## src/hdl/readout_pkg.sv

```systemverilog
package readout_pkg;

  // Datapath sizes
  localparam int sample_w     = 16;
  localparam int row_w        = 6;
  localparam int col_w        = 4;
  localparam int word_w       = 32;
  localparam int frame_num_w  = 12;  // Frame number and word count in trailer
  localparam int fifo_depth   = 64;
  localparam int fifo_addr_w  = $clog2(fifo_depth);
  localparam int fifo_level_w = 7;   // Holds 0..fifo_depth
  localparam int veto_hold    = 450; // Settling time after reset, in clk100M cycles
  localparam int veto_cnt_w   = $clog2(veto_hold + 1);

  // APB register map, byte addresses
  localparam logic [3:0] addr_control = 4'h0;
  localparam logic [3:0] addr_window  = 4'h4;
  localparam logic [3:0] addr_status  = 4'h8;
  localparam logic [3:0] addr_chip    = 4'hC;

  // Bits of the control register
  localparam int ctl_init     = 0;
  localparam int ctl_start    = 1;
  localparam int ctl_stop     = 2;
  localparam int ctl_soft_rst = 3;

  localparam logic [7:0] trailer_tag = 8'hFE;

  typedef struct packed {
    logic              psel;
    logic              penable;
    logic              pwrite;
    logic [3:0]        paddr;
    logic [word_w-1:0] pwdata;
  } apb_req_t;

  typedef struct packed {
    logic [word_w-1:0] prdata;
    logic              pready;
    logic              pslverr;
  } apb_rsp_t;

  typedef struct packed {
    logic                valid;
    logic [row_w-1:0]    row;
    logic [col_w-1:0]    col;
    logic [sample_w-1:0] sample;
    logic                frame_last; // Last sample of the frame
  } adc_sample_t;

  // Inclusive bounds, also the layout of the window register
  typedef struct packed {
    logic [row_w-1:0] row_start;
    logic [row_w-1:0] row_end;
    logic [col_w-1:0] col_start;
    logic [col_w-1:0] col_end;
  } read_window_t;

  typedef struct packed {
    logic init;
    logic start;
    logic stop;
    logic soft_rst;
  } run_cmd_t;

  typedef enum logic [1:0] {
    st_idle     = 2'd0,
    st_armed    = 2'd1,
    st_running  = 2'd2,
    st_draining = 2'd3
  } run_state_e;

  // Low bits of the status register
  typedef struct packed {
    run_state_e              state;
    logic                    veto;
    logic                    fifo_full;
    logic [fifo_level_w-1:0] fifo_level;
  } run_status_t;

  // One FIFO word, read as a pixel pair or as a frame trailer
  typedef union packed {
    struct packed {
      logic [sample_w-1:0] second; // High half, zero on a flushed half word
      logic [sample_w-1:0] first;
    } pixels;
    struct packed {
      logic [7:0]             tag;
      logic [frame_num_w-1:0] frame_number;
      logic [frame_num_w-1:0] word_count;   // Data words in the frame
    } trailer;
  } readout_word_u;

  typedef struct packed {
    logic          is_trailer; // Selects the union view
    readout_word_u word;
  } fifo_entry_t;

endpackage

```

## src/hdl/cmd_regs.sv

```systemverilog
`timescale 1ns/1ps

module cmd_regs (
  input  logic                      clk100M,
  input  logic                      rst_command,
  input  readout_pkg::apb_req_t     apb_req,
  output readout_pkg::apb_rsp_t     apb_rsp,
  input  readout_pkg::run_status_t  status,
  output readout_pkg::run_cmd_t     cmd,
  output readout_pkg::read_window_t window,
  output logic [7:0]                chip_addr
);
  import readout_pkg::*;

  logic        wr_access;  // Last cycle of an APB write
  logic        addr_hit;   // Mapped register
  logic [7:0]  chip_reg;   // Written by software, sent on init
  run_status_t status_q;   // Snapshot for readback

  assign wr_access = apb_req.psel & apb_req.penable & apb_req.pwrite;

  // Address decode and read mux
  always_comb begin
    addr_hit       = 1'b1;
    apb_rsp.prdata = '0;
    case (apb_req.paddr)
      addr_control: apb_rsp.prdata = '0; // Commands are pulses, read as zero
      addr_window:  apb_rsp.prdata = word_w'(window);
      addr_status:  apb_rsp.prdata = word_w'(status_q);
      addr_chip:    apb_rsp.prdata = word_w'(chip_reg);
      default:      addr_hit = 1'b0;
    endcase
    apb_rsp.pready  = 1'b1;                   // No wait states
    apb_rsp.pslverr = apb_req.psel & ~addr_hit;
  end

  // Command pulses, one cycle after the control write
  always_ff @(posedge clk100M) begin
    if (rst_command) begin
      cmd <= '0;
    end else begin
      cmd <= '0;
      if (wr_access && apb_req.paddr == addr_control) begin
        cmd.init     <= apb_req.pwdata[ctl_init];
        cmd.start    <= apb_req.pwdata[ctl_start];
        cmd.stop     <= apb_req.pwdata[ctl_stop];
        cmd.soft_rst <= apb_req.pwdata[ctl_soft_rst];
      end
    end
  end

  // Window and chip address registers
  always_ff @(posedge clk100M) begin
    if (rst_command) begin
      window.row_start <= '0;   // Whole sensor by default
      window.row_end   <= '1;
      window.col_start <= '0;
      window.col_end   <= '1;
      chip_reg         <= '0;
      chip_addr        <= '0;
    end else begin
      if (wr_access && apb_req.paddr == addr_window) begin
        window <= apb_req.pwdata[$bits(read_window_t)-1:0];
      end
      if (wr_access && apb_req.paddr == addr_chip) begin
        chip_reg <= apb_req.pwdata[7:0];
      end
      if (cmd.init) begin
        chip_addr <= chip_reg;  // Chip only sees a new address on init
      end
    end
  end

  // Status sampled once per cycle
  always_ff @(posedge clk100M) begin
    status_q <= status;
  end

endmodule

```

## src/hdl/run_control.sv

```systemverilog
`timescale 1ns/1ps

module run_control (
  input  logic                    clk100M,
  input  logic                    rst_command,
  input  readout_pkg::run_cmd_t   cmd,
  input  logic                    frame_done,
  input  logic                    fifo_full,
  output logic                    capture_en,
  output logic                    frame_rst,
  output logic                    fifo_clear,
  output readout_pkg::run_state_e state,
  output logic                    veto
);
  import readout_pkg::*;

  logic [veto_cnt_w-1:0] hold_cnt;    // Cycles since the last reset
  logic                  hold_active; // Still settling
  logic                  ovf_veto;    // Latched FIFO overflow

  assign hold_active = hold_cnt != veto_cnt_w'(veto_hold);
  assign veto        = hold_active | ovf_veto;

  // Capture only while a run is live and nothing blocks writes
  assign capture_en = (state == st_running || state == st_draining) && !veto;

  assign frame_rst  = cmd.init | cmd.soft_rst; // New run numbering starts at 0
  assign fifo_clear = cmd.soft_rst;

  // Run FSM
  always_ff @(posedge clk100M) begin
    if (rst_command || cmd.soft_rst) begin
      state <= st_idle;
    end else begin
      case (state)
        st_idle: begin
          if (cmd.init) state <= st_armed;
        end
        st_armed: begin
          if (cmd.start) state <= st_running;
        end
        st_running: begin
          if (cmd.stop) state <= st_draining;
        end
        st_draining: begin
          if (frame_done) state <= st_idle; // Frame in flight is finished
        end
        default: state <= st_idle;
      endcase
    end
  end

  // Settling counter and overflow latch
  always_ff @(posedge clk100M) begin
    if (rst_command || cmd.soft_rst) begin
      hold_cnt <= '0;
      ovf_veto <= 1'b0;
    end else begin
      if (hold_active) begin
        hold_cnt <= hold_cnt + 1'b1;  // Stops at veto_hold
      end
      if (fifo_full) begin
        ovf_veto <= 1'b1;             // Stays until the next reset
      end
    end
  end

endmodule

```

## src/hdl/pixel_packer.sv

```systemverilog
`timescale 1ns/1ps

module pixel_packer (
  input  logic                      clk100M,
  input  logic                      rst_command,
  input  logic                      frame_rst,
  input  logic                      capture_en,
  input  readout_pkg::adc_sample_t  sample,
  input  readout_pkg::read_window_t window,
  output logic                      wr_en,
  output readout_pkg::fifo_entry_t  entry,
  output logic                      frame_done
);
  import readout_pkg::*;

  logic                   in_window;
  logic                   keep;         // Sample goes into a word
  logic                   last;         // Frame end seen while capturing
  logic                   trailer_now;
  logic [sample_w-1:0]    held;         // First half of a pair
  logic                   pending;
  logic                   trailer_pend; // Trailer after a final data word
  logic [frame_num_w-1:0] word_cnt;
  logic [frame_num_w-1:0] frame_num;
  readout_word_u          trailer_word;

  // Inclusive bounds on both axes
  assign in_window = sample.row >= window.row_start && sample.row <= window.row_end &&
                     sample.col >= window.col_start && sample.col <= window.col_end;

  assign keep = capture_en & sample.valid & in_window;
  assign last = capture_en & sample.valid & sample.frame_last;

  // Nothing left to write in this frame, trailer goes out directly
  assign trailer_now = trailer_pend | (last & ~keep & ~pending);

  always_comb begin
    trailer_word.trailer.tag          = trailer_tag;
    trailer_word.trailer.frame_number = frame_num;
    trailer_word.trailer.word_count   = word_cnt;
  end

  always_ff @(posedge clk100M) begin
    if (rst_command || frame_rst) begin
      pending      <= 1'b0;
      trailer_pend <= 1'b0;
      word_cnt     <= '0;
      frame_num    <= '0;
      wr_en        <= 1'b0;
      frame_done   <= 1'b0;
    end else begin
      wr_en      <= 1'b0;
      frame_done <= 1'b0;
      if (trailer_now) begin
        wr_en            <= 1'b1;
        frame_done       <= 1'b1;
        entry.is_trailer <= 1'b1;
        entry.word       <= trailer_word;
        trailer_pend     <= 1'b0;
        word_cnt         <= '0;
        frame_num        <= frame_num + 1'b1; // Wraps at 4096
      end else if (keep && !pending && !sample.frame_last) begin
        held    <= sample.sample;  // Wait for its partner
        pending <= 1'b1;
      end else if (keep || (last && pending)) begin
        // Full pair, or a lone half word flushed at frame end
        wr_en                   <= 1'b1;
        entry.is_trailer        <= 1'b0;
        entry.word.pixels.first <= pending ? held : sample.sample;
        entry.word.pixels.second <= (pending && keep) ? sample.sample : '0;
        word_cnt                <= word_cnt + 1'b1;
        pending                 <= 1'b0;
        trailer_pend            <= last;
      end
    end
  end

endmodule

```

## src/hdl/event_fifo.sv

```systemverilog
`timescale 1ns/1ps

module event_fifo (
  input  logic                                  clk100M,
  input  logic                                  rst_command,
  input  logic                                  clear,
  input  logic                                  wr_en,
  input  readout_pkg::fifo_entry_t              wr_entry,
  input  logic                                  rd_en,
  output readout_pkg::fifo_entry_t              rd_entry,
  output logic                                  empty,
  output logic                                  full,
  output logic [readout_pkg::fifo_level_w-1:0] level
);
  import readout_pkg::*;

  fifo_entry_t            mem [fifo_depth];
  logic [fifo_addr_w-1:0] wr_ptr;
  logic [fifo_addr_w-1:0] rd_ptr;
  logic                   do_wr;
  logic                   do_rd;

  assign empty = level == '0;
  assign full  = level == fifo_level_w'(fifo_depth);
  assign do_wr = wr_en & ~full;   // Overflow data is lost
  assign do_rd = rd_en & ~empty;

  assign rd_entry = mem[rd_ptr];  // Head always on the output

  always_ff @(posedge clk100M) begin
    if (do_wr) begin
      mem[wr_ptr] <= wr_entry;
    end
  end

  // Pointers wrap on their own, depth is a power of two
  always_ff @(posedge clk100M) begin
    if (rst_command || clear) begin
      wr_ptr <= '0;
      rd_ptr <= '0;
      level  <= '0;
    end else begin
      if (do_wr) wr_ptr <= wr_ptr + 1'b1;
      if (do_rd) rd_ptr <= rd_ptr + 1'b1;
      level <= level + fifo_level_w'(do_wr) - fifo_level_w'(do_rd);
    end
  end

endmodule

```

## src/hdl/readout_top.sv

```systemverilog
`timescale 1ns/1ps

module readout_top (
  input  logic                     clk100M,
  input  logic                     rst_command,
  input  readout_pkg::apb_req_t    apb_req,
  output readout_pkg::apb_rsp_t    apb_rsp,
  input  readout_pkg::adc_sample_t sample,
  input  logic                     rd_en,
  output readout_pkg::fifo_entry_t rd_data,
  output logic                     empty,
  output logic [7:0]               chip_addr
);
  import readout_pkg::*;

  wire run_cmd_t     cmd;
  wire read_window_t window;
  wire run_status_t  status;     // Fields driven by run_control and event_fifo
  wire               capture_en;
  wire               frame_rst;
  wire               fifo_clear;
  wire               frame_done;
  wire               wr_en;
  wire fifo_entry_t  wr_entry;

  cmd_regs u_cmd_regs (
    .clk100M     (clk100M),
    .rst_command (rst_command),
    .apb_req     (apb_req),
    .apb_rsp     (apb_rsp),
    .status      (status),
    .cmd         (cmd),
    .window      (window),
    .chip_addr   (chip_addr)
  );

  run_control u_run_control (
    .clk100M     (clk100M),
    .rst_command (rst_command),
    .cmd         (cmd),
    .frame_done  (frame_done),
    .fifo_full   (status.fifo_full),
    .capture_en  (capture_en),
    .frame_rst   (frame_rst),
    .fifo_clear  (fifo_clear),
    .state       (status.state),
    .veto        (status.veto)
  );

  pixel_packer u_pixel_packer (
    .clk100M     (clk100M),
    .rst_command (rst_command),
    .frame_rst   (frame_rst),
    .capture_en  (capture_en),
    .sample      (sample),
    .window      (window),
    .wr_en       (wr_en),
    .entry       (wr_entry),
    .frame_done  (frame_done)
  );

  event_fifo u_event_fifo (
    .clk100M     (clk100M),
    .rst_command (rst_command),
    .clear       (fifo_clear),
    .wr_en       (wr_en),
    .wr_entry    (wr_entry),
    .rd_en       (rd_en),
    .rd_entry    (rd_data),
    .empty       (empty),
    .full        (status.fifo_full),
    .level       (status.fifo_level)
  );

endmodule

```

## config.mk

```make
export PLATFORM = sky130hd
export DESIGN_NAME = readout_top
export DESIGN_NICKNAME = d
export VERILOG_FILES = /design/src/hdl/readout_pkg.sv /design/src/hdl/cmd_regs.sv /design/src/hdl/run_control.sv /design/src/hdl/pixel_packer.sv /design/src/hdl/event_fifo.sv /design/src/hdl/readout_top.sv
export SDC_FILE = /design/constraint.sdc
export NUM_CORES = 2
export LEC_CHECK = 0
export BUFFER_PORTS_ARGS = -buffer_cell sky130_fd_sc_hd__clkbuf_2
export CAP_MARGIN = 20
export CORE_MARGIN = 2
export CORE_UTILIZATION = 45
export DETAILED_ROUTE_END_ITERATION = 6
export PLACE_DENSITY = 0.63
export SLEW_MARGIN = 10
export SYNTH_ARGS = -nofsm -noshare
export SYNTH_HDL_FRONTEND = slang
export SYNTH_SLANG_ARGS = --single-unit
```

## constraint.sdc

```tcl
create_clock -name clk100M -period 11.7 [get_ports clk100M]
set_input_delay 0.585 -clock clk100M [delete_from_list [all_inputs] [get_ports clk100M]]
set_output_delay 0.585 -clock clk100M [all_outputs]
set_load 0.05 [all_outputs]
```

* Word-level counts from Yosys, hierarchy flattened *
Memories as Yosys holds them, arrays and structs flattened. A register that Yosys moved wholly into a read port is not among the register bits.
Cells that the tools add are included.

operators by class
  reductions and logical operators = 31
  add/subtract/negate cells = 7
  multiplexer cells = 22
  $lt $le $gt $ge = 4
  equality and inequality tests = 13
  bitwise gates (word level) = 22

operator list
  operator                                                          number
  33-bit 2-to-1 mux                                                 2
  20-bit one-hot mux with 3 select lines                            1
  16-bit 2-to-1 mux                                                 2
  12-bit by 1-bit adder with 12-bit output (second input constant)  2
  24-bit 2-to-1 mux                                                 1
  6-bit by 1-bit adder with 6-bit output (second input constant)    2
  6-bit 2-to-1 mux                                                  2
  1-bit logical AND                                                 11
  1-bit AND                                                         10
  9-bit by 1-bit adder with 9-bit output (second input constant)    1
  1-bit 2-to-1 mux                                                  9
  9-bit != test (second input constant)                             1
  1-bit inverter                                                    9
  4-bit equality test (second input constant)                       2
  2-bit 2-to-1 mux                                                  4
  2-bit one-hot mux with 4 select lines                             1
  7-bit by 1-bit adder with 7-bit output                            1
  7-bit equality test (second input constant)                       1
  7-bit zero test                                                   1
  7-bit by 1-bit subtractor with 7-bit output                       1
  6-bit >= comparator                                               1
  6-bit <= comparator                                               1
  2-bit != test (second input constant)                             3
  3-bit AND reduction                                               2
  other kinds (16)                                                  28

word-level totals
  bits in registers = 159
  memories = 1
  logic and storage cells = 130
  output and inout port bits = 76
  RAM bits = 2112
  input bits = 70

memories
  name              depth  width  read ports  clocked after Yosys merged registers in  wr ports  line              text
  u_event_fifo.mem  64     33     1           1                                        1         event_fifo.sv:17  fifo_entry_t mem [fifo_depth];

* Logic depth before layout (Yosys ltp) *
  word-level depth = 12
  depth in mapped cells = 17
  gate-level depth less buffers = 16

* By module *
Synthesis repeated with hierarchy kept, for this count alone.

second synthesis, totals
  cells, all modules = 4267
  area, all modules = 88198.3 µm²

by module, submodules not included
  module        seq. area each (µm²)  cells an instance  area each (µm²)  instances
  event_fifo    63921.3               3554               81049.0          1
  pixel_packer  2031.9                413                4284.1           1
  cmd_regs      1021.0                220                2180.8           1
  run_control   240.2                 80                 684.4            1

* Worst setup path before layout *
No wires, ideal clock.

  kind = input port to flip-flop
  from = input port sample[26] (netlist name)
  to = register u_pixel_packer.entry[0] (netlist name) (enable)
  data required time = 11.277 ns
  cell stages on the path = 8
  path buffers = 0
  setup slack = 7.685 ns
  library setup time = 0.423 ns
  data arrival time = 3.592 ns
  cell sequence = ha_1 and4_1 o21ai_1 a32oi_1 nor4_1 maj3_1 a21oi_1 nor2_1

on the way
  longest elaborated chain between the ends = 11
  elaborated cells on any way between the ends = 16
  those cells by class = order compare (2); eq/ne (1); bitwise (5); reduce/logical (8)

RTL lines
  item                                                                                             line                text
  start: declaration                                                                               readout_top.sv:8    input readout_pkg::adc_sample_t sample,
  6-bit >= comparator / 6-bit <= comparator (equally long branches)                                pixel_packer.sv:28  assign in_window = sample.row >= window.row_start && sample.row <= window.row_end &&
  1-bit logical AND * (2 in a row)                                                                 pixel_packer.sv:28
  1-bit logical AND *                                                                              pixel_packer.sv:29  sample.col >= window.col_start && sample.col <= window.col_end;
  1-bit AND *                                                                                      pixel_packer.sv:31  assign keep = capture_en & sample.valid & in_window;
  1-bit inverter                                                                                   pixel_packer.sv:35  assign trailer_now = trailer_pend | (last & ~keep & ~pending);
  1-bit AND (2 in a row)                                                                           pixel_packer.sv:35
  1-bit bitwise OR                                                                                 pixel_packer.sv:35
  2-bit by 1-bit != test with 1-bit output (no line) / 2-bit nonzero test (equally long branches)  --
  3-bit AND reduction (no line) *                                                                  --
  end: declaration                                                                                 pixel_packer.sv:11  output readout_pkg::fifo_entry_t entry,

Mark *: on every way between the ends. The rest lies on a longest branch, timed or not.
A chain may end at the register's enable or synchronous reset.

==> impl_metrics.py <==
metrics = {
    "pwr": {
        "vdd_drop_max_mv": 0.158,
        "powerDensity_nw_per_um2": 178,
        "total_power_w": 0.0177,
        "power.leakage_nw": 33.4,
    },
    "sta": {
        "worst_pin_slew_ns": 1.08,
        "rsz0062_at_grt": "false",
        "fin_tns_setup_ns": 0,
        "period_share_pct": 51.8,
        "max_clock_freq_mhz": 165,
        "fin_skew_ns": 0.0359,
        "slew_violations": 0,
        "slew_headroom_pct": 28.0,
        "hold_violations": 0,
        "period_needed_ns": 6.06,
        "setup_viol": 0,
    },
    "hold_path": {
        "min-delay-path-class": "in -> reg",
        "hold_end": "u_pixel_packer.trailer_pend",
        "min-delay-start": "sample[0]",
        "hold_depth": 3,
    },
    "clocking": {
        "cts-htree-levels": 4,
        "clk_pin_slew_worst_paths_ns": 0.06,
        "cts_buffers": 219,
        "post_cts_buffers": 0,
        "max-clock-path-buffers": 3,
        "clock_tree.root_cell": "clkbuf_16",
        "clk-insertion-delay-late_ns": 0.85,
        "cts_tree": "done",
        "cts_resized": 0,
        "clock-sinks": 2277,
        "ctsHoldBuffers": 36,
    },
    "worst_setup_path": {
        "crit_path_max_fanout": 108,
        "worstReg2RegEnd": "u_event_fifo.mem[38][28]",
        "cp_common_cell": "mux4_2",
        "path_delay_family": "multiplexers",
        "arrival_ns": 5.47,
        "critical_path.max_stage_delay_ns": 0.85,
        "start_kind": "flip-flop",
        "endpoint_kind": "output pin",
        "setup.worst_path.class": "reg -> out",
        "path_cells": "buf_4, buf_12, mux4_2, mux4_2, mux4_2, clkbuf_2",
        "regToRegSetupSlack_ns": 7.29,
        "crit_slowest_cell": "dfxtp_4",
        "r2r-start": "u_event_fifo.level[4]",
        "r2r_cells": 8,
        "worst_ep_required_time_ns": 11.12,
        "crit_buf_inv": 3,
    },
    "logic_synthesis": {
        "ys_async_sr_fraction_pct": 0,
        "ys_ff_latch": 2277,
        "avgSynthCellArea_sq_um": 22.9,
        "post-synth-top-count-cell": "edfxtp_1",
        "synth_top_cell_area_share_pct": 74.1,
        "synth_cell_types": 65,
        "netlist_top_cells_count": "edfxtp_1, mux4_2, nor2_1, dfxtp_1, clkbuf_1",
        "yosys_warnings": 0,
        "synth_cells": 3821,
        "synth_flop_cell": "edfxtp_1",
        "yosysTopAreaCell": "edfxtp_1",
        "ys_seq_area_share_pct": 76.8,
        "synth_area_leaders": "edfxtp_1, mux4_2, dfxtp_1, nor2_1, ha_1",
        "netlist_area_sq_um": 87500,
        "synth-edff-count": 2161,
    },
    "placed_design": {
        "port_buffers": 120,
        "place_congestion": 0.768,
        "placed_area_sq_um": 91900,
        "hpwl_um": 109000,
    },
    "routing": {
        "via_per_inst": 5.98,
        "totalWireLength_um": 209000,
        "wl_per_cell_um": 30.6,
        "ant_nets": 0,
        "route.detailed.drc": 0,
        "first_pass_iters": 5,
        "num_vias": 40800,
        "initialDrtViolationCount": 4842,
    },
    "grt": {
        "grt_pass1_vias": 41300,
        "grt_usage_pct": 21.1,
        "grt_pass1_wl_um": 299000,
        "antenna_found_initial": 16,
        "grt_max_degree": 157,
        "grt.overflow.total": 0,
    },
    "layout": {
        "multiInputGateArea_sq_um": 19700,
        "max_flop_register": "u_event_fifo.mem",
        "final_nets": 4234,
        "layout-drive-gt1-share_pct": 30.7,
        "fillCellCount": 14800,
        "reg.largest.list": "u_event_fifo.mem: 2112 flops, u_pixel_packer.entry: 33 flops, u_cmd_regs.window: 20 flops",
        "area_growth_pct": 13.5,
        "regArea_sq_um": 67200,
        "fin_area_sq_um": 99300,
        "largest_register_ffs": 2112,
    },
    "floorplanning": {
        "rows": 161,
        "start_util_pct": 45.4,
        "dieArea_sq_um": 198000,
        "io_pins": 146,
        "die_w_um": 445,
        "die_y_um": 445,
        "core_sq_um": 193000,
    },
    "job": {
        "cap_viol_max_count": 0,
    },
    "run_status": {
        "status": "finished clean",
    },
}
logic make-up (layout without fill, tap and decap cells):
group / after synthesis / count (layout) / synth area share, %
DFF: 2277 / 2277 / 76.8
muxes: 737 / 737 / 18.2
and+or+nand+nor: 326 / 326 / 1.77
buffers and inverters: 266 / 737 / 1.30
AOI/OAI and AO/OA: 152 / 152 / 1.11
adders and majority gates: 42 / 42 / 0.603
xor gates and xnor gates: 19 / 19 / 0.190
other: 2 / 15 / 0.00858
routing by layer:
layer / global-route usage [%] / part of all wire (%) / wire, um / vias up
li1: - / - / - / 16800
met1: 29.8 / 41 / 85000 / 22100
met2: 34.5 / 50 / 104000 / 1715
met3: 3.31 / 7.4 / 15500 / 277
met4: 5.86 / 2.4 / 5050 / 6
met5: 0 / 0.020 / 41 / -
report_power, final:
group          leakage [nW]  internal [W]  switching (W)  total, W
registers              23.4       0.00881      0.0000772   0.00889
logic                  6.49      0.000883       0.000939   0.00182
clock network          3.43       0.00401        0.00295   0.00695
total                  33.4        0.0137        0.00396    0.0177
tightest hold or removal path, cell delays in order:
cell	delay, ns
clkbuf_2	0.15
inv_1	0.14
nor3_1	0.07
final cells by class:
class	instances	share of cell area, %
flip-flops and latches	2277	67.7
repair buffers	279	1.96
clock inverters	118	1.06
clock buffers	282	6.04
well taps	2526	3.18
inverters	58	0.219
diodes	2	0.00504
multi-input cells	1289	19.8
how the worst max path moves through the flow:
stage,to,slack (ns),depth (start not counted)
detailed placement,rd_data[10],6.36,7
global placement,rd_data[10],6.34,7
finish,rd_data[21],5.64,6
global route,rd_data[21],5.31,6
CTS,rd_data[10],5.44,7
floorplan,u_pixel_packer.entry[0],7.69,8
cells in the final DEF, fill, tap and decap left out, types with 8 or more instances in the layout:
master            n
nand2_1          73
inv_1            55
clkbuf_16       231
o21ai_0          47
a211o_1           9
mux4_2          685
a21oi_1          46
mux2i_1          43
conb_1           13
xor2_1           12
clkbuf_1         48
dfxtp_1         110
nand3_1          18
or3_1            23
ha_1             39
and2_1           10
a22o_1           11
mux2_2            9
a21o_1            9
edfxtp_1       2161
nor3_1           11
bufinv_16        19
clkinv_1         62
buf_4           118
nand4_1          10
a222oi_1          8
nor2_1           71
clkbuf_2        120
dlygate4sd3_1    36
nor2_4           64
clkinv_2         26
metrics by stage:
| step | cells | utilization [%] | hold slack, ns | setup WS, ns |
|---|---|---|---|---|
| 6_report | 6831 | 51.5 | 0.143 | 5.64 |
| 5_1_grt | 6830 | 51.5 | 0.128 | 5.31 |
| 4_1_cts | 6829 | 51.5 | 0.0721 | 5.44 |
| 3_5_place_dp | 6393 | 47.6 | 0.372 | 6.36 |
| 3_3_place_gp | 6393 | 47.6 | 0.367 | 6.34 |
| 2_1_floorplan | 3832 | - | 0.351 | 7.69 |
No activity file was read; power rests on OpenSTA's default activity.
